`src/include/ooo_macros.svh`:
```
// Core size macros
`ifndef OOO_MACROS_SVH
`define OOO_MACROS_SVH

// Datapath width
`define OOO_XLEN 32

// Architectural register file
`define OOO_NUM_AREGS 32
`define OOO_AREG_W 5

// Reorder buffer depth is a power of two so the tags wrap
`define OOO_ROB_DEPTH 8
`define OOO_ROB_TAG_W 3

// Reservation-station slots with one ALU each
`define OOO_NUM_RS 4

`endif

```
`src/hw/ooo_pkg.sv`:
```
// Core type package
`include "ooo_macros.svh"

package ooo_pkg;

    //////////////////////////////////////////////////////////////////////
    // Vector types
    //////////////////////////////////////////////////////////////////////

    // Operand, result and register value
    typedef logic [`OOO_XLEN-1:0] word_t;

    // Architectural register index
    typedef logic [`OOO_AREG_W-1:0] areg_t;

    // Reorder-buffer entry index
    typedef logic [`OOO_ROB_TAG_W-1:0] rob_tag_t;

    // One bit per slot
    typedef logic [`OOO_NUM_RS-1:0] rs_mask_t;

    //////////////////////////////////////////////////////////////////////
    // Operations
    //////////////////////////////////////////////////////////////////////

    // ADDI takes source 2 from the immediate
    typedef enum logic [2:0] {
        OP_ADD  = 3'd0,
        OP_SUB  = 3'd1,
        OP_AND  = 3'd2,
        OP_OR   = 3'd3,
        OP_XOR  = 3'd4,
        OP_ADDI = 3'd5
    } alu_op_e;

endpackage

```
`src/hw/cdb_arbiter.sv`:
```
// Common data bus arbiter
`timescale 1ns/100ps
`include "ooo_macros.svh"

module cdb_arbiter
    import ooo_pkg::*;
(
    input  rs_mask_t slot_done,
    input  rob_tag_t slot_tag [`OOO_NUM_RS],
    input  word_t    slot_value [`OOO_NUM_RS],
    output rs_mask_t grant,
    output logic     cdb_valid,
    output rob_tag_t cdb_tag,
    output word_t    cdb_value
);

    //////////////////////////////////////////////////////////////////////
    // Fixed priority with slot 0 first
    //////////////////////////////////////////////////////////////////////

    always_comb begin
        grant     = '0;
        cdb_valid = 1'b0;
        cdb_tag   = '0;
        cdb_value = '0;
        for (int i = 0; i < `OOO_NUM_RS; i++) begin
            // First done slot takes the bus
            if (slot_done[i] && !cdb_valid) begin
                grant[i]  = 1'b1;
                cdb_valid = 1'b1;
                cdb_tag   = slot_tag[i];
                cdb_value = slot_value[i];
            end
        end
    end

endmodule

```
`config.mk`:
```
export PLATFORM = sky130hd
export DESIGN_NAME = cdb_arbiter
export DESIGN_NICKNAME = d
export VERILOG_FILES = /design/src/hw/ooo_pkg.sv /design/src/hw/cdb_arbiter.sv
export VERILOG_INCLUDE_DIRS = /design/src /design/src/include
export SDC_FILE = /design/constraint.sdc
export NUM_CORES = 1
export LEC_CHECK = 0
export ABC_AREA = 1
export BUFFER_PORTS_ARGS = -buffer_cell sky130_fd_sc_hd__buf_4
export CAP_MARGIN = 40
export CORE_AREA = 3 3 70 72
export DETAILED_ROUTE_END_ITERATION = 8
export DIE_AREA = 0 0 73 75
export GPL_ROUTABILITY_DRIVEN = 0
export GPL_TIMING_DRIVEN = 0
export PLACE_DENSITY = 0.8
export SYNTH_ARGS = -nofsm -noshare
export SYNTH_HDL_FRONTEND = slang
export SYNTH_SLANG_ARGS = --single-unit
```
`constraint.sdc`:
```
create_clock -name vclk -period 0.8
set_input_delay 0.08 -clock vclk [all_inputs]
set_output_delay 0.08 -clock vclk [all_outputs]
set_load 0.05 [all_outputs]
```
Yosys cells after proc, flatten, opt, wreduce, memory -nomap -nowiden:

Cells that the tools add are included.

* muxes and demuxes: 15
* reductions and logical operators: 6

Operators with widths (count)
* $mux W32: 4
* $mux W3: 4
* $mux W1: 7
* $logic_and A1 B1 Y1: 3
* $logic_not A1 Y1: 3

* register bits: 0
* output and inout bits: 40
* word-level logic and storage cells: 21

Depth between registers and ports, before layout:

* word-level depth: 10
* gate-level depth with buffers: 6
* depth with buffers taken out: 5

Worst setup path after synthesis:

Ideal clock, no wire load.

* path kind: input to output
* start point: input port slot_done[1]
* end point: output port grant[3]
* arrival time: 1910 ps
* required time: 720 ps
* path slack: -1190 ps
* stages on the path: 3
* path buffers: 2
* cells stage by stage: buf_4 > buf_6 > nor4_1

* longest elaborated chain between the ends: 8

Ends and longest elaborated chain
* start: declaration: RTL line cdb_arbiter.sv:8 `input rs_mask_t slot_done,`
* $logic_and A1 B1 Y1 (*): RTL line cdb_arbiter.sv:28 `if (slot_done[i] && !cdb_valid) begin`
* $mux W1 (*): RTL line cdb_arbiter.sv:28
* $logic_not A1 Y1: RTL line cdb_arbiter.sv:28
* $logic_and A1 B1 Y1: RTL line cdb_arbiter.sv:28
* $mux W1 (*): RTL line cdb_arbiter.sv:28
* $logic_not A1 Y1 (*): RTL line cdb_arbiter.sv:28
* $logic_and A1 B1 Y1 (*): RTL line cdb_arbiter.sv:28
* $mux W1 (*): RTL line cdb_arbiter.sv:28
* end: declaration: RTL line cdb_arbiter.sv:11 `output rs_mask_t grant,`

Every way passes the cells marked *; elsewhere a longest branch is shown, timed or not.

Worst setup path in the final report:

* start point: input port slot_done[0]
* end point: output port cdb_value[23]

* longest elaborated chain between the ends: 10
* elaborated cells on any way between the ends: 13
* those cells by class: mux (7); reduce/logical (6)

Ends and longest elaborated chain
* $mux W1: RTL line cdb_arbiter.sv:28
* $logic_not A1 Y1: RTL line cdb_arbiter.sv:28
* $logic_and A1 B1 Y1: RTL line cdb_arbiter.sv:28
* $mux W1: RTL line cdb_arbiter.sv:28
* $logic_not A1 Y1: RTL line cdb_arbiter.sv:28
* $logic_and A1 B1 Y1: RTL line cdb_arbiter.sv:28
* $mux W1: RTL line cdb_arbiter.sv:28
* $logic_not A1 Y1: RTL line cdb_arbiter.sv:28
* $logic_and A1 B1 Y1: RTL line cdb_arbiter.sv:28
* $mux W32 (*): RTL line cdb_arbiter.sv:28
* end: declaration: RTL line cdb_arbiter.sv:14 `output word_t cdb_value`

Marks and branches as above.

==> run_results.csv <==
group,metric,value,unit
routing,num_vias,3028,
synthesis,synth_warnings,0,
placement,port_buffers,182,
finish,seq_area,0,sq um
routing,wire_per_inst,18.9,um
worst_setup_path,slowest_stage,"buf_4",
global_routing,gr-total-overflow,0,
finish,flops_and_latches,0,
worst_setup_path,required,720,ps
global_routing,grt_use_total,29.9,%
worst_setup_path,critPathBufInv,5,
synthesis,synthTopCellsByCount,"nand3_1, nand2_1, nand4_1, inv_1, buf_2",
synthesis,synth_top_family_by_area,"simple AND/OR/NAND/NOR gates",
placement,placed_area,0.00332,sq mm
sta,timing.fmax,878,MHz
global_routing,grt_pass1_wl,13.1,mm
routing,viasPerCell,5.71,
floorplanning,fp-row-count,24,
worst_setup_path,cp_max_fo,10,
floorplanning,die_width,73,um
finish,fillCellCount,209,
outcome,outcome,"finished with violations",
synthesis,yosys.cell_count.top_type,"nand3_1",
routing,top_layer,"met4",
finish,clock_buffers,0,
sta,hold_viol_final,0,
routing,drtPass1Iterations,8,
worst_setup_path,worstSetupPathType,"in -> out",
synthesis,synth.avg_cell_area,4.76,sq um
finish,antennaDiodeCount,0,
global_routing,grt_max_degree,11,
worst_setup_path,max_stage_delay,170,ps
synthesis,yosysTopAreaCell,"nand3_1",
routing,wl_met1,3.20,mm
worst_setup_path,worstPathArrival,1060,ps
routing,drtAntennaViolNets,0,
floorplanning,die_y,75,um
floorplanning,die_area,0.00548,sq mm
floorplanning,start_util,31.1,%
sta,setup_slack,-339,ps
synthesis,synthXorXnorAreaFrac,0,%
floorplanning,design.portCount,184,
sta,setup_violations,39,
routing,wl_met2,5.38,mm
worst_setup_path,crit_chain,"buf_12, buf_4, buf_6, nand2_1, nand2_1, inv_1, nand3_4, buf_8",
synthesis,synthSimpleGateAreaFrac,76.4,%
finish,postLayoutCoreUtil,89.7,%
synthesis,synth.distinct_cells,15,
routing,wirelength,10.0,mm
synthesis,synth_nets,428,
power,p_int,1.39,mW
routing,dr_wl_met3,1.01,mm
power,comb_power_share,100.0,%
routing,drc_errors,0,
min_path,hold_class,"in -> out",
sta,slew_viol_final,0,
sta,rsz0062_at_grt,"yes",
power,sequentialPowerShare,0,%
outcome,violations,"setup timing",
finish,multi_input_area,0.00157,sq mm
worst_setup_path,cp-end-kind,"primary output",
power,pwr-share-clk,0,%
power,switching_share,52.6,%
power,ir_drop,0.528,mV
finish,drive_gt1_share,58.8,%
power,p_leak,2.06,nW
run,max_cap_violations,0,
placement,dp_hpwl,6.62,mm
power,switching_power,1.55,mW
finish,final_nets,624,
routing,drt-initial-drc-count,192,
sta,period_share,142,%
power,power.density,753,mW/mm^2
sta,hold_slack,480,ps
min_path,hp-start,"slot_done[2]",
synthesis,synthAdderAreaFrac,0,%
synthesis,synthTopCellsByArea,"nand3_1, nand2_1, nand4_1, inv_1, buf_4",
power,total_power,2.94,mW
synthesis,synth_mux_area_share,0,%
finish,fin_area,0.00391,sq mm
global_routing,grt_pass1_vias,2795,
synthesis,ys_seq_area_share,0,%
global_routing,antenna_found_initial,0,
worst_setup_path,crit_family,"buffers and inverters",
finish,area_growth,189,%
synthesis,syn_area,0.00135,sq mm
sta,slew_headroom,83.5,%
min_path,worstHoldPathCells,3,
worst_setup_path,crit_path_frequent_cell,"nand2_1",
synthesis,synth_top_cell_area_share,39.2,%
sta,period_needed,1140,ps
sta,tightest_slew,248,ps
synthesis,netlist_instances,284,
worst_setup_path,startpoint_type,"input pin",
synthesis,synth_compound_area_share,0,%
floorplanning,core_area,0.00435,sq mm
min_path,min_to,"grant[3]",
==> placed cells by master, fill, tap and decap left out, drive strengths merged <==
cell    Yosys  routed
inv        35      35
nand3     106     106
clkbuf      6       8
nor4        1       1
buf        24     216
nor3        1       1
clkinv      4       4
nand4      35      35
nor2        2       2
nand2      70      70
==> worst min-delay path, stage by stage <==
cell and delay [ps]:
buf_12 120, nor4_4 50, buf_6 140
==> repair_timing <==
item,CTS,global route
pin swaps,3,7
gates cloned,2,2
setup endpoints to repair,39,39
hold buffers,0,0
buffers inserted,7,1
gates resized for setup,104,21
==> power by group through the flow <==
stage               clock (mW)  sequential (mW)  combinational (mW)
finish                       0                0                2.94
global route                 0                0                3.07
CTS                          0                0                2.80
detailed placement           0                0                2.41
global placement             0                0                2.38
floorplan                    0                0                1.45
==> cell type report <==
| class | instances | share of cell area, % |
|---|---|---|
| Buffer | 30 | 7.79 |
| Multi-Input combinational cell | 215 | 40.1 |
| Inverter | 39 | 4.07 |
| Tap cell | 52 | 1.67 |
| Timing Repair Buffer | 194 | 46.4 |
==> logic make-up after synthesis <==
| group | Yosys count |
|---|---|
| simple gates | 215 |
| buf+inv | 69 |
==> worst max path at each step <==
stage / from / to / slack, ps / depth (start not counted)
floorplan: slot_done[3] / grant[3] / -150 / 3
global placement: slot_done[1] / cdb_value[6] / -380 / 6
detailed placement: slot_done[1] / cdb_value[24] / -410 / 6
CTS: slot_done[0] / cdb_value[5] / -270 / 7
global route: slot_done[0] / cdb_value[23] / -390 / 8
finish: slot_done[0] / cdb_value[23] / -340 / 8
==> through the flow <==
stage | setup slack (ps) | setup TNS, ps | std cells
3_5_place_dp | -407 | -13950 | 518
3_3_place_gp | -384 | -13420 | 518
6_report | -339 | -10720 | 530
4_1_cts | -274 | -9530 | 527
2_1_floorplan | -151 | -2670 | 284
5_1_grt | -386 | -12340 | 530
==> routing by layer <==
metal	GRT usage, %	vias up
met1	32.0	1395
met3	6.01	47
met5	0	-
met2	59.4	231
met4	6.56	0
li1	-	1355
Note: power is estimated with default switching activity, not from simulation.
