<file path="src/include/ooo_macros.svh">
// Core size macros
`ifndef OOO_MACROS_SVH
`define OOO_MACROS_SVH

// Datapath width
`define OOO_XLEN 32

// Architectural register file
`define OOO_NUM_AREGS 32
`define OOO_AREG_W 5

// Reorder buffer depth is a power of two so the tags wrap
`define OOO_ROB_DEPTH 8
`define OOO_ROB_TAG_W 3

// Reservation-station slots with one ALU each
`define OOO_NUM_RS 4

`endif

</file>
<file path="src/hw/ooo_pkg.sv">
// Core type package
`include "ooo_macros.svh"

package ooo_pkg;

    //////////////////////////////////////////////////////////////////////
    // Vector types
    //////////////////////////////////////////////////////////////////////

    // Operand, result and register value
    typedef logic [`OOO_XLEN-1:0] word_t;

    // Architectural register index
    typedef logic [`OOO_AREG_W-1:0] areg_t;

    // Reorder-buffer entry index
    typedef logic [`OOO_ROB_TAG_W-1:0] rob_tag_t;

    // One bit per slot
    typedef logic [`OOO_NUM_RS-1:0] rs_mask_t;

    //////////////////////////////////////////////////////////////////////
    // Operations
    //////////////////////////////////////////////////////////////////////

    // ADDI takes source 2 from the immediate
    typedef enum logic [2:0] {
        OP_ADD  = 3'd0,
        OP_SUB  = 3'd1,
        OP_AND  = 3'd2,
        OP_OR   = 3'd3,
        OP_XOR  = 3'd4,
        OP_ADDI = 3'd5
    } alu_op_e;

endpackage

</file>
<file path="src/hw/rs_alu_slot.sv">
// Reservation-station slot with ALU
`timescale 1ns/100ps
`include "ooo_macros.svh"

module rs_alu_slot
    import ooo_pkg::*;
(
    input  logic     clock,
    input  logic     reset,
    // Allocation from dispatch
    input  logic     alloc,
    input  alu_op_e  alloc_op,
    input  word_t    alloc_v1,
    input  word_t    alloc_v2,
    input  logic     alloc_rdy1,
    input  logic     alloc_rdy2,
    input  rob_tag_t alloc_q1,
    input  rob_tag_t alloc_q2,
    input  rob_tag_t alloc_tag,
    // Result bus snoop
    input  logic     cdb_valid,
    input  rob_tag_t cdb_tag,
    input  word_t    cdb_value,
    input  logic     grant,
    output logic     busy,
    output logic     done,
    output rob_tag_t result_tag,
    output word_t    result_value
);

    // Held operation
    alu_op_e  op_q;
    word_t    v1_q;
    word_t    v2_q;
    logic     rdy1_q;
    logic     rdy2_q;
    rob_tag_t q1_q;
    rob_tag_t q2_q;
    rob_tag_t tag_q;

    logic capture1;
    logic capture2;
    logic fire;

    function automatic word_t alu(input alu_op_e op, input word_t a, input word_t b);
        case (op)
            OP_SUB:  return a - b;
            OP_AND:  return a & b;
            OP_OR:   return a | b;
            OP_XOR:  return a ^ b;
            default: return a + b;  // ADD and ADDI
        endcase
    endfunction

    // Tag match on the bus
    assign capture1 = busy && !rdy1_q && cdb_valid && cdb_tag == q1_q;
    assign capture2 = busy && !rdy2_q && cdb_valid && cdb_tag == q2_q;

    // Both operands in hand, not yet computed
    assign fire = busy && rdy1_q && rdy2_q && !done;

    assign result_tag = tag_q;

    always_ff @(posedge clock) begin
        if (reset) begin
            busy <= 1'b0;
            done <= 1'b0;
        end else if (alloc) begin
            busy <= 1'b1;
            done <= 1'b0;
        end else if (grant) begin
            busy <= 1'b0;
            done <= 1'b0;
        end else if (fire) begin
            done <= 1'b1;
        end
    end

    always_ff @(posedge clock) begin
        if (alloc) begin
            op_q   <= alloc_op;
            v1_q   <= alloc_v1;
            v2_q   <= alloc_v2;
            rdy1_q <= alloc_rdy1;
            rdy2_q <= alloc_rdy2;
            q1_q   <= alloc_q1;
            q2_q   <= alloc_q2;
            tag_q  <= alloc_tag;
        end else begin
            if (capture1) begin
                v1_q   <= cdb_value;
                rdy1_q <= 1'b1;
            end
            if (capture2) begin
                v2_q   <= cdb_value;
                rdy2_q <= 1'b1;
            end
            // Result held until grant
            if (fire)
                result_value <= alu(op_q, v1_q, v2_q);
        end
    end

endmodule

</file>
<file path="config.mk">
export PLATFORM = sky130hd
export DESIGN_NAME = rs_alu_slot
export DESIGN_NICKNAME = d
export VERILOG_FILES = /design/src/hw/ooo_pkg.sv /design/src/hw/rs_alu_slot.sv
export VERILOG_INCLUDE_DIRS = /design/src /design/src/include
export SDC_FILE = /design/constraint.sdc
export NUM_CORES = 1
export LEC_CHECK = 0
export BUFFER_PORTS_ARGS = -buffer_cell sky130_fd_sc_hd__buf_2
export CAP_MARGIN = 20
export CORE_ASPECT_RATIO = 1.75
export CORE_MARGIN = 2
export CORE_UTILIZATION = 57
export CTS_CLUSTER_SIZE = 25
export DETAILED_ROUTE_END_ITERATION = 10
export PLACE_DENSITY = 0.82
export SKIP_CTS_REPAIR_TIMING = 1
export SYNTH_ARGS = -nofsm -noshare
export SYNTH_HDL_FRONTEND = slang
export SYNTH_SLANG_ARGS = --single-unit
</file>
<file path="constraint.sdc">
create_clock -name clock -period 5.05 [get_ports clock]
set_input_delay 0.505 -clock clock [delete_from_list [all_inputs] [get_ports clock]]
set_output_delay 0.505 -clock clock [all_outputs]
set_load 0.05 [all_outputs]
</file>
# [Word-level counts from Yosys, hierarchy flattened]
# Cells that the tools add are included.
[totals] regBits=112 output_inout_bits=37
[op_classes] add_sub_neg=2 n_eq_ne=6 muxes=11 bitwise_logic=4 reduce_logical=17
[ops] cell="$mux W32" count=4
[ops] cell="$pmux W32 S4" count=1
[ops] cell="$add A32 B32 Y32" count=1
[ops] cell="$and A32 B32 Y32" count=1
[ops] cell="$or A32 B32 Y32" count=1
[ops] cell="$sub A32 B32 Y32" count=1
[ops] cell="$xor A32 B32 Y32" count=1
[ops] cell="$logic_and A1 B1 Y1" count=9
[ops] cell="$eq A3 B2 Y1 const B" count=2
[ops] cell="$eq A3 B3 Y1" count=2
[ops] cell="$mux W1" count=6
[ops] cell="$reduce_bool A2 Y1" count=3
[ops] cell="$eq A3 B1 Y1 const B" count=1
[ops] cell="$eq A3 B3 Y1 const B" count=1
[ops] cell="$logic_not A1 Y1" count=3
[ops] cell="$reduce_or A3 Y1" count=1
[ops] cell="$reduce_and A2 Y1" count=1
[ops] cell="$not A1 Y1" count=1

# [Logic depth before layout (Yosys ltp)]
[logic_depth] depth_word=6 ltp_mapped=19 mapped_depth_nobuf=18

# [Worst setup path after synthesis]
# Ideal clock, no wire load.
[synth_path] path_type="reg-to-reg" startpoint="register op_q[0]" endpoint="register result_value[27] (data pin)" setup_ps=265 arrival_time_ps=3523 required_ps=4785 slack_ps=1262 stages_incl_launch_ff=15 n_path_buf=2 synth_period_minus_slack_ps=3788 cell_sequence="edfxtp_1 > clkbuf_1 > nor3b_1 > clkbuf_1 > mux2i_1 > ha_1 > nor2b_1 > o31a_1 > o41ai_2 > o21ai_2 > a31o_4 > a211o_1 > a31oi_1 > xor2_1 > o21ai_1"
[synth_between] elab_chain_len=2 word_cells_on_any_way=5 classes_between="4 x eq/ne; 1 x mux"
[synth_rtl] element="from (decl)" line="rs_alu_slot.sv:32" text="alu_op_e op_q;"
[synth_rtl] element="from (signal assigned)" line="rs_alu_slot.sv:81" text="op_q <= alloc_op;"
[synth_rtl] element="$eq A3 B3 Y1 (tied with other cells)" line="rs_alu_slot.sv:46" text="case (op)"
[synth_rtl] element="$pmux W32 S4 *" line="rs_alu_slot.sv:46"
[synth_rtl] element="to (signal assigned)" line="rs_alu_slot.sv:100" text="result_value <= alu(op_q, v1_q, v2_q);"
[synth_rtl] element="to (decl)" line="rs_alu_slot.sv:28" text="output word_t result_value"
# Every way passes the cells marked *; elsewhere a longest branch is shown, timed or not.
# A chain may end at the register's enable or synchronous reset.

# [Final worst setup path]
[layout_path] startpoint="register v2_q[8]" endpoint="register result_value[30] (data pin)"
[layout_between] elab_chain_len=2 word_cells_on_any_way=3 classes_between="2 x add/sub; 1 x mux"
[layout_rtl] element="from (decl)" line="rs_alu_slot.sv:34" text="word_t v2_q;"
[layout_rtl] element="from (signal assigned)" line="rs_alu_slot.sv:83" text="v2_q <= alloc_v2;"
[layout_rtl] element="from (signal assigned)" line="rs_alu_slot.sv:95" text="v2_q <= cdb_value;"
[layout_rtl] element="$add A32 B32 Y32 or $sub A32 B32 Y32 (tied branches)" line="rs_alu_slot.sv:51, rs_alu_slot.sv:47"
[layout_rtl] element="$pmux W32 S4 *" line="rs_alu_slot.sv:46"
# Marked as above.

==> run metrics <==
status completed; Overall Power 0.002726 W; GPL Wtd Cong 0.9151; Vias per Instance 5.650; flops & latches, synth 112; synth unique cells 54; layout cells sized above 1 17.89%; pre-CTS WS 0.7564 ns; Initial Utilization 57.91%; Vias 6927; hold crit path type in2reg; commonest non-fill, non-tap cell in the layout nand2_1; nets 1255; Die H 163.0 µm; Pre-Repair DR Iteration Count 5; CTS tree built; Area Growth Syn to Fin 14.46%; r2r endpoint result_value[30]; setup tns final 0 ns; post-route ant nets 0; crit path max fanout 7; initial detailed-routing violation count 413; Die Area 15470 µm²; Post-synth EDFFs 110; Setup violations, final 0; core area 14220 µm²; sequential share of the synthesized area 40.59%; CP startpoint v2_q[8]; met2 wire length 10.55 mm; Setup crit end result_value[30]; I/O Pins 155; I/O Buffers 154; crit path time final 4.400 ns; Cell Count Post-Placement 1209; Routed WL per cell 16.02 µm; largest net degree at the start of global routing 116; Rows 58; most frequent cells in the layout nand2_1, buf_2, edfxtp_1; critical path class reg2reg; CTS sink count 112; setup slack, reg-to-reg 0.65 ns; final std cells w/o fill 1226; asr flop ratio synth 0%; Max Fclk 227.3 MHz; CTS Buf Count 9; Worst-Margin Slew 0.9770 ns; H-Tree Level Count 3; die width 94.87 µm; crit share post-route 87.13%; Peak VDD IR 0.1920 mV; clock skew 0.008175 ns; first-pass GRT wire length 31.02 mm; Clock Latency Late Sink 0.36 ns; critical path arrival 4.50 ns; top routing layer used met4; vias in the first global route 6744; kind of end point of the critical path flop; syn_area_per_cell 9.101 µm²; Synth Flop Type edfxtp_1; reg2reg start v2_q[8]; R2R depth 16; CTS Root Cell clkbuf_16; estimated wirelength of the detail-placed design 14.89 mm; Max clock buf depth 2; wl on met1 7.401 mm; gr ovfl total 0; Cells after Synth 905; gr usage total 25.82%; Critical Path RT 5.15 ns; Rel. slew slack 34.83%; Met3 Wirelength 892 µm; Pins Over Slew Limit 0; Synth Cell Area 8237 µm²; final hold vios 0; leak pwr 4.320 nW; drt drc 0; Routed WL 19.64 mm; CP startpoint kind flop; yosys warns 0; initial antenna violation count 1; worst setup margin 0.6499 ns; syn nets 1120; unrepaired setup endpoints after global routing false; Filler cells 1180; PD cells 289.2 nW/µm²; Worst-path clk slew 0.08 ns; Max-Cap Viols 0
-- sequential cells by signal (all words and copies together), names as in the netlist --
| name | cells |
|---|---|
| rdy2_q | 1 |
| op_q | 3 |
| result_value | 32 |
| busy | 1 |
| v1_q | 32 |
| result_tag | 3 |
| q1_q | 3 |
| done | 1 |
| rdy1_q | 1 |
| v2_q | 32 |
| q2_q | 3 |
-- synthesized netlist by cell type, drive strengths merged (4+ instances only) --
cell type / instances / share of area, %
inv: 77 / 3.5
nor2b: 7 / 0.53
nand2: 161 / 7.3
nor4: 5 / 0.38
edfxtp: 110 / 40
nand2b: 41 / 3.1
o41ai: 4 / 0.52
nand4: 7 / 0.53
a21oi: 81 / 4.9
a21o: 8 / 0.73
o22ai: 16 / 1.2
xnor2: 48 / 5.1
a211oi: 16 / 1.5
and3: 4 / 0.30
nor2: 54 / 2.5
o31ai: 6 / 0.55
xor2: 17 / 1.8
a31oi: 11 / 0.91
o21bai: 4 / 0.36
ha: 96 / 15
nor3: 10 / 0.61
and2: 4 / 0.30
nand3: 11 / 0.67
clkbuf: 35 / 1.6
o21ai: 38 / 2.4
-- metal layers --
metal / vias up / track usage, %
met5: - / 0
met4: 0 / 12.78
met3: 57 / 2.583
met2: 240 / 46.74
met1: 3202 / 29.68
li1: 3428 / -
-- kinds of logic after synthesis --
family	share of synthesized area (%)
adder cells (fa/ha/maj)	14.83
multiplexers	0.3646
XOR/XNOR	6.912
flip-flops	40.59
buffers and inverters	5.104
AO/OA/AOI/OAI	15.34
AND/OR/NAND/NOR	16.86
-- how the worst min path moves through the flow --
stage                 from  cells after the start       to
2_1_floorplan        reset                      1     busy
3_3_place_gp          done                      2     done
3_5_place_dp          done                      2     done
4_1_cts              reset                      2     busy
5_1_grt        alloc_q1[0]                      1  q1_q[0]
6_report             reset                      2     busy
-- area by class of cell --
cell class | instances | area, µm² | area share (%)
clock buffer | 9 | 225.2 | 2.389
multi-input combinational | 681 | 4478 | 47.50
tap | 180 | 225.2 | 2.389
antenna | 1 | 2.502 | 0.02654
timing repair buffer | 159 | 810.8 | 8.600
sequential | 112 | 3343 | 35.46
clock inverter | 7 | 53.80 | 0.5707
inverter | 77 | 289.0 | 3.066
-- report_power, final --
part           leakage (nW)  total (W)  internal (W)  switching [W]
sequential             1.08    0.00116       0.00111      0.0000468
combinational          3.11   0.000869      0.000350       0.000519
clock                 0.134   0.000696      0.000341       0.000355
-- per-stage QoR --
step | utilization, % | area (µm²) | hold WS [ns]
finish | 66.28 | 9428 | 0.3090
global route | 66.28 | 9428 | 0.3102
CTS | 66.27 | 9425 | 0.3029
detailed placement | 64.30 | 9146 | 0.4918
global placement | 64.30 | 9146 | 0.4892
floorplan | - | 8237 | 0.5774
-- critical path: stages, from the launching register on --
cell      delay, ns
edfxtp_1       0.44
inv_1          0.14
nand4_1        0.16
nor4_1         0.56
nand4_1        0.41
o31ai_1        0.37
xnor2_1        0.17
ha_1           0.34
a21oi_1        0.15
o21ai_0        0.14
nor3_1         0.20
nand3_1        0.14
a41oi_1        0.37
o21bai_1       0.11
a21oi_1        0.19
xor2_1         0.17
o21ai_1        0.07
Power figures use the tool's default switching activity.
