**src/include/ooo_macros.svh**
```systemverilog
// Core size macros
`ifndef OOO_MACROS_SVH
`define OOO_MACROS_SVH

// Datapath width
`define OOO_XLEN 32

// Architectural register file
`define OOO_NUM_AREGS 32
`define OOO_AREG_W 5

// Reorder buffer depth is a power of two so the tags wrap
`define OOO_ROB_DEPTH 8
`define OOO_ROB_TAG_W 3

// Reservation-station slots with one ALU each
`define OOO_NUM_RS 4

`endif

```
**src/hw/ooo_pkg.sv**
```systemverilog
// Core type package
`include "ooo_macros.svh"

package ooo_pkg;

    //////////////////////////////////////////////////////////////////////
    // Vector types
    //////////////////////////////////////////////////////////////////////

    // Operand, result and register value
    typedef logic [`OOO_XLEN-1:0] word_t;

    // Architectural register index
    typedef logic [`OOO_AREG_W-1:0] areg_t;

    // Reorder-buffer entry index
    typedef logic [`OOO_ROB_TAG_W-1:0] rob_tag_t;

    // One bit per slot
    typedef logic [`OOO_NUM_RS-1:0] rs_mask_t;

    //////////////////////////////////////////////////////////////////////
    // Operations
    //////////////////////////////////////////////////////////////////////

    // ADDI takes source 2 from the immediate
    typedef enum logic [2:0] {
        OP_ADD  = 3'd0,
        OP_SUB  = 3'd1,
        OP_AND  = 3'd2,
        OP_OR   = 3'd3,
        OP_XOR  = 3'd4,
        OP_ADDI = 3'd5
    } alu_op_e;

endpackage

```
**src/hw/reorder_buffer.sv**
```systemverilog
// Reorder buffer with in-order retirement
`timescale 1ns/100ps
`include "ooo_macros.svh"

module reorder_buffer
    import ooo_pkg::*;
(
    input  logic     clock,
    input  logic     reset,
    // Allocation at the tail
    input  logic     alloc_en,
    input  areg_t    alloc_dest,
    output logic     rob_ready,
    output rob_tag_t tail,
    // Result bus
    input  logic     cdb_valid,
    input  rob_tag_t cdb_tag,
    input  word_t    cdb_value,
    // Operand read ports
    input  rob_tag_t rd1_tag,
    input  rob_tag_t rd2_tag,
    output logic     rd1_complete,
    output word_t    rd1_value,
    output logic     rd2_complete,
    output word_t    rd2_value,
    // Retire write to dispatch
    output logic     retire_en,
    output areg_t    retire_dest,
    output rob_tag_t retire_tag,
    output word_t    retire_value,
    // Commit report
    output logic     commit_valid,
    output logic     commit_wr_en,
    output areg_t    commit_wr_idx,
    output word_t    commit_wr_data
);

    // Per-entry state
    logic [`OOO_ROB_DEPTH-1:0] ent_complete;
    areg_t                     ent_dest [`OOO_ROB_DEPTH];
    word_t                     ent_value [`OOO_ROB_DEPTH];

    rob_tag_t                head;
    logic [`OOO_ROB_TAG_W:0] count;
    logic [`OOO_ROB_TAG_W:0] count_next;

    //////////////////////////////////////////////////////////////////////
    // Retire and read ports
    //////////////////////////////////////////////////////////////////////

    // Head leaves as soon as its result is in
    assign retire_en    = (count != '0) && ent_complete[head];
    assign retire_dest  = ent_dest[head];
    assign retire_tag   = head;
    assign retire_value = ent_value[head];

    assign commit_valid   = retire_en;
    assign commit_wr_en   = retire_en && (retire_dest != '0);
    assign commit_wr_idx  = retire_dest;
    assign commit_wr_data = retire_value;

    assign rd1_complete = ent_complete[rd1_tag];
    assign rd1_value    = ent_value[rd1_tag];
    assign rd2_complete = ent_complete[rd2_tag];
    assign rd2_value    = ent_value[rd2_tag];

    //////////////////////////////////////////////////////////////////////
    // Pointers and occupancy
    //////////////////////////////////////////////////////////////////////

    always_comb begin
        count_next = count;
        if (alloc_en && !retire_en)
            count_next = count + 1'b1;
        else if (!alloc_en && retire_en)
            count_next = count - 1'b1;
    end

    always_ff @(posedge clock) begin
        if (reset) begin
            head      <= '0;
            tail      <= '0;
            count     <= '0;
            rob_ready <= 1'b0;
        end else begin
            if (alloc_en)
                tail <= tail + 1'b1;
            if (retire_en)
                head <= head + 1'b1;
            count     <= count_next;
            // Space for one more next cycle
            rob_ready <= count_next < `OOO_ROB_DEPTH;
        end
    end

    // Complete flags are cleared when an entry is reused
    always_ff @(posedge clock) begin
        if (reset) begin
            ent_complete <= '0;
        end else begin
            if (cdb_valid)
                ent_complete[cdb_tag] <= 1'b1;
            if (alloc_en)
                ent_complete[tail] <= 1'b0;
        end
    end

    always_ff @(posedge clock) begin
        if (alloc_en)
            ent_dest[tail] <= alloc_dest;
        if (cdb_valid)
            ent_value[cdb_tag] <= cdb_value;
    end

endmodule

```
**config.mk**
```make
export PLATFORM = sky130hd
export DESIGN_NAME = reorder_buffer
export DESIGN_NICKNAME = d
export VERILOG_FILES = /design/src/hw/ooo_pkg.sv /design/src/hw/reorder_buffer.sv
export VERILOG_INCLUDE_DIRS = /design/src /design/src/include
export SDC_FILE = /design/constraint.sdc
export NUM_CORES = 1
export LEC_CHECK = 0
export BUFFER_PORTS_ARGS = -buffer_cell sky130_fd_sc_hd__buf_2
export CAP_MARGIN = 20
export CORE_MARGIN = 4
export CORE_UTILIZATION = 59
export DETAILED_ROUTE_END_ITERATION = 8
export PLACE_DENSITY_LB_ADDON = 0.15
export SLEW_MARGIN = 10
export SYNTH_ARGS = -nofsm -noshare
export SYNTH_HDL_FRONTEND = slang
export SYNTH_SLANG_ARGS = --single-unit
```
**constraint.sdc**
```tcl
create_clock -name clock -period 4.1 [get_ports clock]
set_input_delay 0.41 -clock clock [delete_from_list [all_inputs] [get_ports clock]]
set_output_delay 0.41 -clock clock [all_outputs]
set_load 0.1 [all_outputs]
```
## Word level (Yosys, flattened, before mapping)

Memory sizes are Yosys's and may differ from the RTL's. A register that Yosys moved wholly into a read port is not among the register bits.
Cells that the tools add are included.

| storage, ports and cells | value |
|---|---|
| register bits | 19 |
| latch bits | 0 |
| memory bits (writable) | 296 |
| memory bits (read-only) | 0 |
| input port bits | 50 |
| output and inout port bits | 150 |
| memories | 2 |

| cells by class | value |
|---|---|
| add/sub/neg operators | 4 |
| multipliers | 0 |
| divide/modulo/power cells | 0 |
| magnitude comparators | 8 |
| equality and inequality tests | 0 |
| shifts and indexed selects | 0 |
| mux-type cells | 23 |
| bitwise gates (word level) | 3 |
| reduce and logical (&&, ||, !) cells | 10 |

Memory list:

| name | words | bits a word | read ports | clocked after Yosys merged registers in | write ports | line | RTL |
|---|---|---|---|---|---|---|---|
| ent_value | 8 | 32 | 3 | 1 | 1 | reorder_buffer.sv:41 | `` word_t ent_value [`OOO_ROB_DEPTH]; `` |
| ent_dest | 8 | 5 | 1 | 1 | 1 | reorder_buffer.sv:40 | `` areg_t ent_dest [`OOO_ROB_DEPTH]; `` |

Operator list:

| cell | number |
|---|---|
| 8-bit 2-to-1 mux | 3 |
| 3-bit by 4-bit < comparator with 1-bit output (second input constant) | 5 |
| 3-bit 2-to-1 mux | 4 |
| 1-bit binary-select mux with 3-bit select | 3 |
| 1-bit 2-to-1 mux | 9 |
| 8-bit bitwise AND | 1 |
| 4-bit 2-to-1 mux | 2 |
| 8-bit inverter | 1 |
| 8-bit OR | 1 |
| 3-bit by 1-bit adder with 3-bit output (second input constant) | 2 |
| 1-bit demux with 3-bit select | 2 |
| 3-bit by 1-bit greater-or-equal comparator with 1-bit output (second input constant) | 2 |
| 1-bit logical AND | 6 |
| 5-bit nonzero test | 1 |
| 4-bit by 1-bit adder with 4-bit output (second input constant) | 1 |
| 4-bit < comparator (second input constant) | 1 |
| 4-bit nonzero test | 1 |
| 4-bit by 1-bit subtractor with 4-bit output (second input constant) | 1 |
| 1-bit logical NOT | 2 |

## Depth between registers and ports, before layout

Gate-level depths: netlist of the first run.

| depth | value |
|---|---|
| depth after elaboration | 9 |
| gate-level depth with buffers | 11 |
| mapped depth without buffers | 9 |

## Least setup slack after synthesis of the first run

Ideal clock, no wire load.

| timing path | value |
|---|---|
| path type | flip-flop to output port |
| from | register head[1] (netlist: retire_tag[1]) |
| to | output commit_wr_en |
| arrival | 3.823 ns |
| data required time | 3.690 ns |
| slack | -0.133 ns |
| stages on the path, launching flop included | 6 |
| path buffers | 1 |
| cell sequence | dfxtp_1 -> buf_2 -> mux2i_1 -> mux4_2 -> a21oi_2 -> o31a_1 |

| on the way | value |
|---|---|
| word-level cells in the longest chain between the ends | 4 |

Ends and longest elaborated chain:

| element | line | RTL |
|---|---|---|
| start, declared | reorder_buffer.sv:43 | `rob_tag_t head;` |
| start signal, assigned | reorder_buffer.sv:89 | `head <= head + 1'b1;` |
| 1-bit binary-select mux with 3-bit select | reorder_buffer.sv:52 | `assign retire_en = (count != '0) && ent_complete[head];` |
| 1-bit 2-to-1 mux (not written as such) | reorder_buffer.sv:52 |  |
| 1-bit logical AND | reorder_buffer.sv:52 |  |
| net commit_valid | reorder_buffer.sv:32 | `output logic commit_valid,` |
| 1-bit logical AND | reorder_buffer.sv:58 | `assign commit_wr_en = retire_en && (retire_dest != '0);` |
| end, declared | reorder_buffer.sv:33 | `output logic commit_wr_en,` |

The timed path passes the listed nets, and every way through them passes these cells. The select of a mux whose other input is x is not followed.

==> out/qor.yml, run 1 <==
outcome:
  status: "complete, no violations"
synthesis:
  async_reset_ff_share_pct: 0
  synth_edf_count: 296
  yosys_most_used_dff: "edfxtp_1"
  synthCells: 838
  syn_area_um2: 16400
  synth_top_area_share_pct: 54.3
  synth.avg_cell_area_um2: 19.5
  yosysSeqAreaShare_pct: 57.0
  synth_cell_types: 34
  synth_largest_area_cell: "edfxtp_1"
  yosys_warnings: 0
  synth.most_common_cell: "edfxtp_1"
  synth_common_cells: "296 x edfxtp_1, 207 x mux4_2, 104 x mux2_2"
  synth_seq_cells: 318
  syn_nets: 896
  synth_area_leaders: "edfxtp_1 54%, mux4_2 28%, mux2_2 7.2%"
global_routing:
  grt_util_met2_pct: 41.7
  grt_pass1_vias: 9499
  grt_max_degree: 67
  grt_pass1_wl_mm: 57.5
  overflow: 0
  gr-usage-met3_pct: 4.35
  grt_usage_pct: 24.9
  grt_antenna_before_repair: 1
  grt_use_met1_pct: 35.4
  top_usage_layer: "met2"
power:
  switchingPower_mw: 2.37
  power_frac_clock_pct: 36.2
  p_leak_nw: 6.22
  ir_drop_v: 0.000395
  internal_power_mw: 5.79
  seqPwrFrac_pct: 45.5
  p_comb_share_pct: 18.2
  power_density_nw_per_um2: 436
  switching_share_pct: 29.1
route:
  drt-initial-drc-count: 784
  ant_nets: 0
  totalWireLength_mm: 37.5
  vias: 9133
  drt-vias-per-instance: 6.52
  wl_per_cell_um: 26.8
  drc: 0
  drtPass1Iterations: 4
sta:
  finalCritPeriodShare_pct: 82.3
  fin_setup_tns_ns: 0
  rsz0062_at_grt: "false"
  slew_headroom_pct: 31.4
  slew_violations: 0
  clock_skew_ns: 0.00706
  timing.fmax_ghz: 0.296
  fin_crit_ns: 3.37
  hold_violations: 0
  finalSetupViolations: 0
  tightestPinTransition_ns: 1.02
clocking:
  clk_pin_slew_ns: 0.06
  clk_latency_ns: 0.52
  cts_root_buffer: "clkbuf_16"
  cts_sinks: 318
  cts_setup_buffers: 0
  cts_tree: "done"
  clock_path_buffers: 3
  htreeDepth: 2
  postCtsHoldBufs: 0
  numCtsBuffers: 34
  cts-resized-gates: 0
worst_setup_path:
  reg2regPathDepth: 9
  slowest_stage: "buf_4"
  cp.arrival_ns: 2.96
  critPathMaxFanout: 38
  required_ns: 3.69
  path_buf_inv: 2
  crit_cells: 4
  path_delay_family: "buffers and inverters"
  path_class: "reg2out"
  crit_chain: "buf_4, mux4_2, mux2_2, buf_2"
  cp-end-kind: "output port"
  cpPeakStageDelay_ns: 0.69
  start_kind: "register"
floorplanning:
  die_w_um: 175
  initial_utilization_pct: 60.4
  core_area_um2: 27100
  io_pins: 200
  dieArea_um2: 30500
  rows: 60
  die_y_um: 175
hold_path:
  hold_class: "in2reg"
  hold_depth: 1
place:
  place_congestion: 0.794
  io_buffers: 199
  dp_hpwl_mm: 23.3
  dpl.cell_count: 1339
layout:
  seq_area_um2: 9340
  nFillCells: 1755
  final_nets: 1061
  fin_cells: 1400
  multi_input_area_um2: 6540
  area_growth_pct: 14.3
  layout-drive-gt1-share_pct: 58.4
run:
  maxCapViolCount: 0
-- per-layer routing --
metal	vias up	share of wire (%)
met1	4821	41
met4	2	1.5
met3	41	7.2
met2	395	51
met5	-	0.035
li1	3874	-
-- power groups by stage --
stage | Sequential, mW | Combinational (mW) | Clock (mW)
global placement | 3.77 | 1.49 | 0
CTS | 3.71 | 1.50 | 3.01
detailed placement | 3.78 | 1.49 | 0
floorplan | 3.78 | 1.22 | 0
global route | 3.73 | 1.54 | 3.16
finish | 3.72 | 1.49 | 2.96
-- placed cells by master (no fill, tap or decap), drive strengths merged, types with 2 or more instances in the layout --
master and count:
clkbuf 45, nand2 9, mux4 207, diode 2, a211oi 3, buf 227
o21ai 3, clkinv 8, mux2i 9, nand2b 9, nor2 30, edfxtp 296
mux2 104, bufinv 3, ha 8, inv 9, dfxtp 22, a21oi 6
nor3 13
-- sequential cells by signal, summed over array words and instances (netlist names), named ones only --
signal / count
count: 3
rob_ready: 1
ent_complete: 8
retire_tag: 3
tail: 3
ent_dest: 40
ent_value: 256
-- cell families (layout without fill, tap and decap cells) --
group,count (synthesis),in the layout,share of synthesized area (%)
adder cells (fa/ha/maj),8,8,0.611
buffers and inverters,105,293,3.46
flip-flops,318,318,57.0
XOR/XNOR,1,1,0.0535
other,0,2,0
multiplexers,320,320,36.2
AND/OR/NAND/NOR,66,66,1.84
AO/OA/AOI/OAI,20,20,0.864
-- area by class of cell --
class	instances	share of cell area, %
sequential	318	49.9
multi-input combinational	415	35.0
timing repair buffer	227	6.74
clock buffer	45	4.82
tap	372	2.49
clock inverter	14	0.903
inverter	7	0.140
antenna	2	0.0268
-- metrics by stage --
step,utilization [%],hold slack (ns),area (um^2),total power [mW],setup WS (ns)
3_3_place_gp,65.0,0.511,17600,5.26,1.19
3_5_place_dp,65.0,0.514,17600,5.28,1.17
2_1_floorplan,-,0.485,16400,5.00,0.246
5_1_grt,69.0,0.151,18700,8.43,0.524
6_report,69.0,0.158,18700,8.16,0.727
4_1_cts,69.0,0.137,18700,8.22,0.632
-- path summary, 6_finish.rpt --
check	from	end	slack [ns]
setup / recovery	register	retire_value[0]	0.73
hold / removal	cdb_value[1]	ent_value[3][1]$_DFFE_PP_	0.16
setup reg to reg	retire_tag[1]$_SDFFE_PP0P_	register	1.36
hold reg to reg	tail[0]$_SDFFE_PP0P_	tail[0]$_SDFFE_PP0P_	0.52
Power figures use the tool's default switching activity.
==> run 2: changes to the inputs <==
Settings changed: CORE_UTILIZATION 59 to 53.
Clock period 4.1 ns to 2.72 ns, I/O delays scaled along.
==> out/qor.yml, run 2 (same netlist as run 1, synthesis figures left out) <==
worst_setup_path:
  r2r_start: "retire_tag[1]$_SDFFE_PP0P_"
  cp-end-kind: "output port"
  slowest_stage: "mux4_2"
  crit_chain: "buf_8, mux4_2, mux2_4, or3_1, o31a_2, buf_12"
  start_kind: "register"
  required_ns: 2.45  # -1.24 ns
  cpPeakStageDelay_ns: 0.48  # -0.21 ns
  cp.arrival_ns: 2.62  # -0.34 ns
  path_class: "reg2out"
  path_buf_inv: 2  # unchanged
  path_delay_family: "multiplexers"
  critPathMaxFanout: 4  # -89%
power:
  power_frac_clock_pct: 39.2  # +3.0 points
  ir_drop_v: 0.000426  # +7.9%
  switchingPower_mw: 3.70  # +56%
  power_density_nw_per_um2: 669  # +53%
  p_comb_share_pct: 17.8  # -0.4 points
  switching_share_pct: 28.5  # -0.57 points
  seqPwrFrac_pct: 43.1  # -2.4 points
  internal_power_mw: 9.29  # +61%
  p_leak_nw: 6.47  # +4.0%
hold_path:
  hold_class: "in2reg"
  worstHoldStart: "cdb_value[17]"
floorplanning:
  rows: 64  # +6.7%
  die_w_um: 184  # +5.3%
  die_y_um: 184  # +5.3%
  core_area_um2: 30500  # +13%
  io_pins: 200  # unchanged
  dieArea_um2: 33800  # +11%
  initial_utilization_pct: 53.7  # -6.7 points
clocking:
  postCtsHoldBufs: 0  # unchanged
  clk_pin_slew_ns: 0.06  # about the same
  cts_root_buffer: "clkbuf_16"
  cts_sinks: 318  # unchanged
  clock_path_buffers: 3  # unchanged
  cts_tree: "done"
  numCtsBuffers: 35  # +2.9%
  clk_latency_ns: 0.51  # about the same
  htreeDepth: 2  # unchanged
layout:
  final_common_cell: "edfxtp_1"
  fin_cells: 1435  # +2.5%
  area_growth_pct: 18.6
  final_cell_mix: "296 x edfxtp_1, 207 x mux4_2, 158 x buf_2"
  regMostFlops: "ent_value"
  largest_reg_flops: 256  # unchanged
  largest_registers: "ent_value x256, ent_dest x40, ent_complete x8"
  layout-drive-gt1-share_pct: 60.4  # +2.0 points
  final_nets: 1070  # +0.85%
run:
  maxCapViolCount: 0  # unchanged
global_routing:
  grt_usage_pct: 23.0  # -1.9 points
  grt_antenna_before_repair: 4  # +3
  overflow: 0  # unchanged
  grt_max_degree: 67  # unchanged
  grt_pass1_vias: 9491  # -0.084%
  grt_pass1_wl_mm: 58.1  # +1.0%
outcome:
  violations: "setup timing"
  status: "complete, but fails checks"
route:
  wl_per_cell_um: 27.0  # +0.54%
  totalWireLength_mm: 38.7  # +3.1%
  ant_nets: 0  # unchanged
  drt-initial-drc-count: 713  # -9.1%
  drtPass1Iterations: 5  # +1
  drt-vias-per-instance: 6.40  # -1.9%
  drc: 0  # unchanged
  vias: 9184  # +0.56%
sta:
  finalWorstSetupSlack_ns: -0.174  # -0.901 ns
  timing.fmax_ghz: 0.346
  clock_skew_ns: 0.00483  # -0.00223 ns
  hold_slack_ns: 0.0253  # -0.133 ns
  slew_violations: 0  # unchanged
  rsz0062_at_grt: "true"
  finalCritPeriodShare_pct: 106
  hold_violations: 0  # unchanged
  tightestPinTransition_ns: 0.684  # -0.337 ns
  finalSetupViolations: 25  # +25
  slew_headroom_pct: 54.2  # +23 points
  fin_crit_ns: 2.89
place:
  dp_hpwl_mm: 22.9  # -1.8%
  place_congestion: 0.751  # -5.5%
  io_buffers: 199  # unchanged
  pre_cts_ws_ns: 0.212  # -0.962 ns
  dpl.cell_count: 1365  # +1.9%
## run 2: cell count changes in the layout (fill, tap and decap cells not counted), sizes merged
cell	previous run	this run
inv	9	10
clkbuf	45	42
diode	2	1
clkinvlp	1	8
clkinv	8	7
buf	227	231
bufinv	3	7
## run 2: path summary, 6_finish.rpt
path / endpoint / slack, ns / cells past startpoint
worst max register to register: register / 0.36 / 8
worst min register to register: tail[0]$_SDFFE_PP0P_ / 0.51 / 2
worst min-delay path: ent_value[1][17]$_DFFE_PP_ / 0.03 / 1
worst max-delay path: commit_wr_en / -0.17 / 6
## run 2: worst reg2reg max path: cells and delay by family, from the launching register on
family,cells,cell delay (ns)
AO/OA/AOI/OAI,5,0.94
adder cells (fa/ha/maj),1,0.29
flip-flops,1,0.38
multiplexers,2,0.66
## run 2: area by class of cell
type	instances	area, um^2
antenna	1	2.50
clock buffer	38	930
clock inverter	25	330
fill	2103	11100
inverter	7	26.3
multi-input combinational	415	6590
sequential	318	9350
tap	396	495
timing repair buffer	235	1700
## run 2: metrics by stage
step	total power, mW	setup TNS, ns	cell area (um^2)	utilization [%]
finish	13.0	-1.30	19400	63.7
global route	13.4	-7.02	19400	63.6
CTS	13.1	-2.87	19400	63.4
detailed placement	7.99	0	17900	58.7
global placement	7.98	0	17900	58.7
floorplan	7.54	-1.15	16500	-
## run 2: timing repair
action / CTS / global route
setup endpoints to repair: 63 / 67
setup buffers: 4 / 0
gates resized for setup: 39 / 16
gates cloned: 1 / 1
## run 2: power groups by stage
stage	Sequential, mW	Clock (mW)	Combinational, mW
after global placement	5.69	0	2.29
after CTS	5.59	5.17	2.32
after floorplan	5.70	0	1.84
final	5.60	5.09	2.31
after detailed placement	5.70	0	2.29
after global routing	5.61	5.40	2.40
## run 2: metal layers
metal | part of all wire, % | wire length [um] | GRT usage, %
met1 | 41 | 15700 | 32.7
met2 | 51 | 19500 | 38.6
met3 | 7.2 | 2790 | 4.06
met4 | 1.5 | 592 | 4.53
met5 | 0.12 | 48 | 0
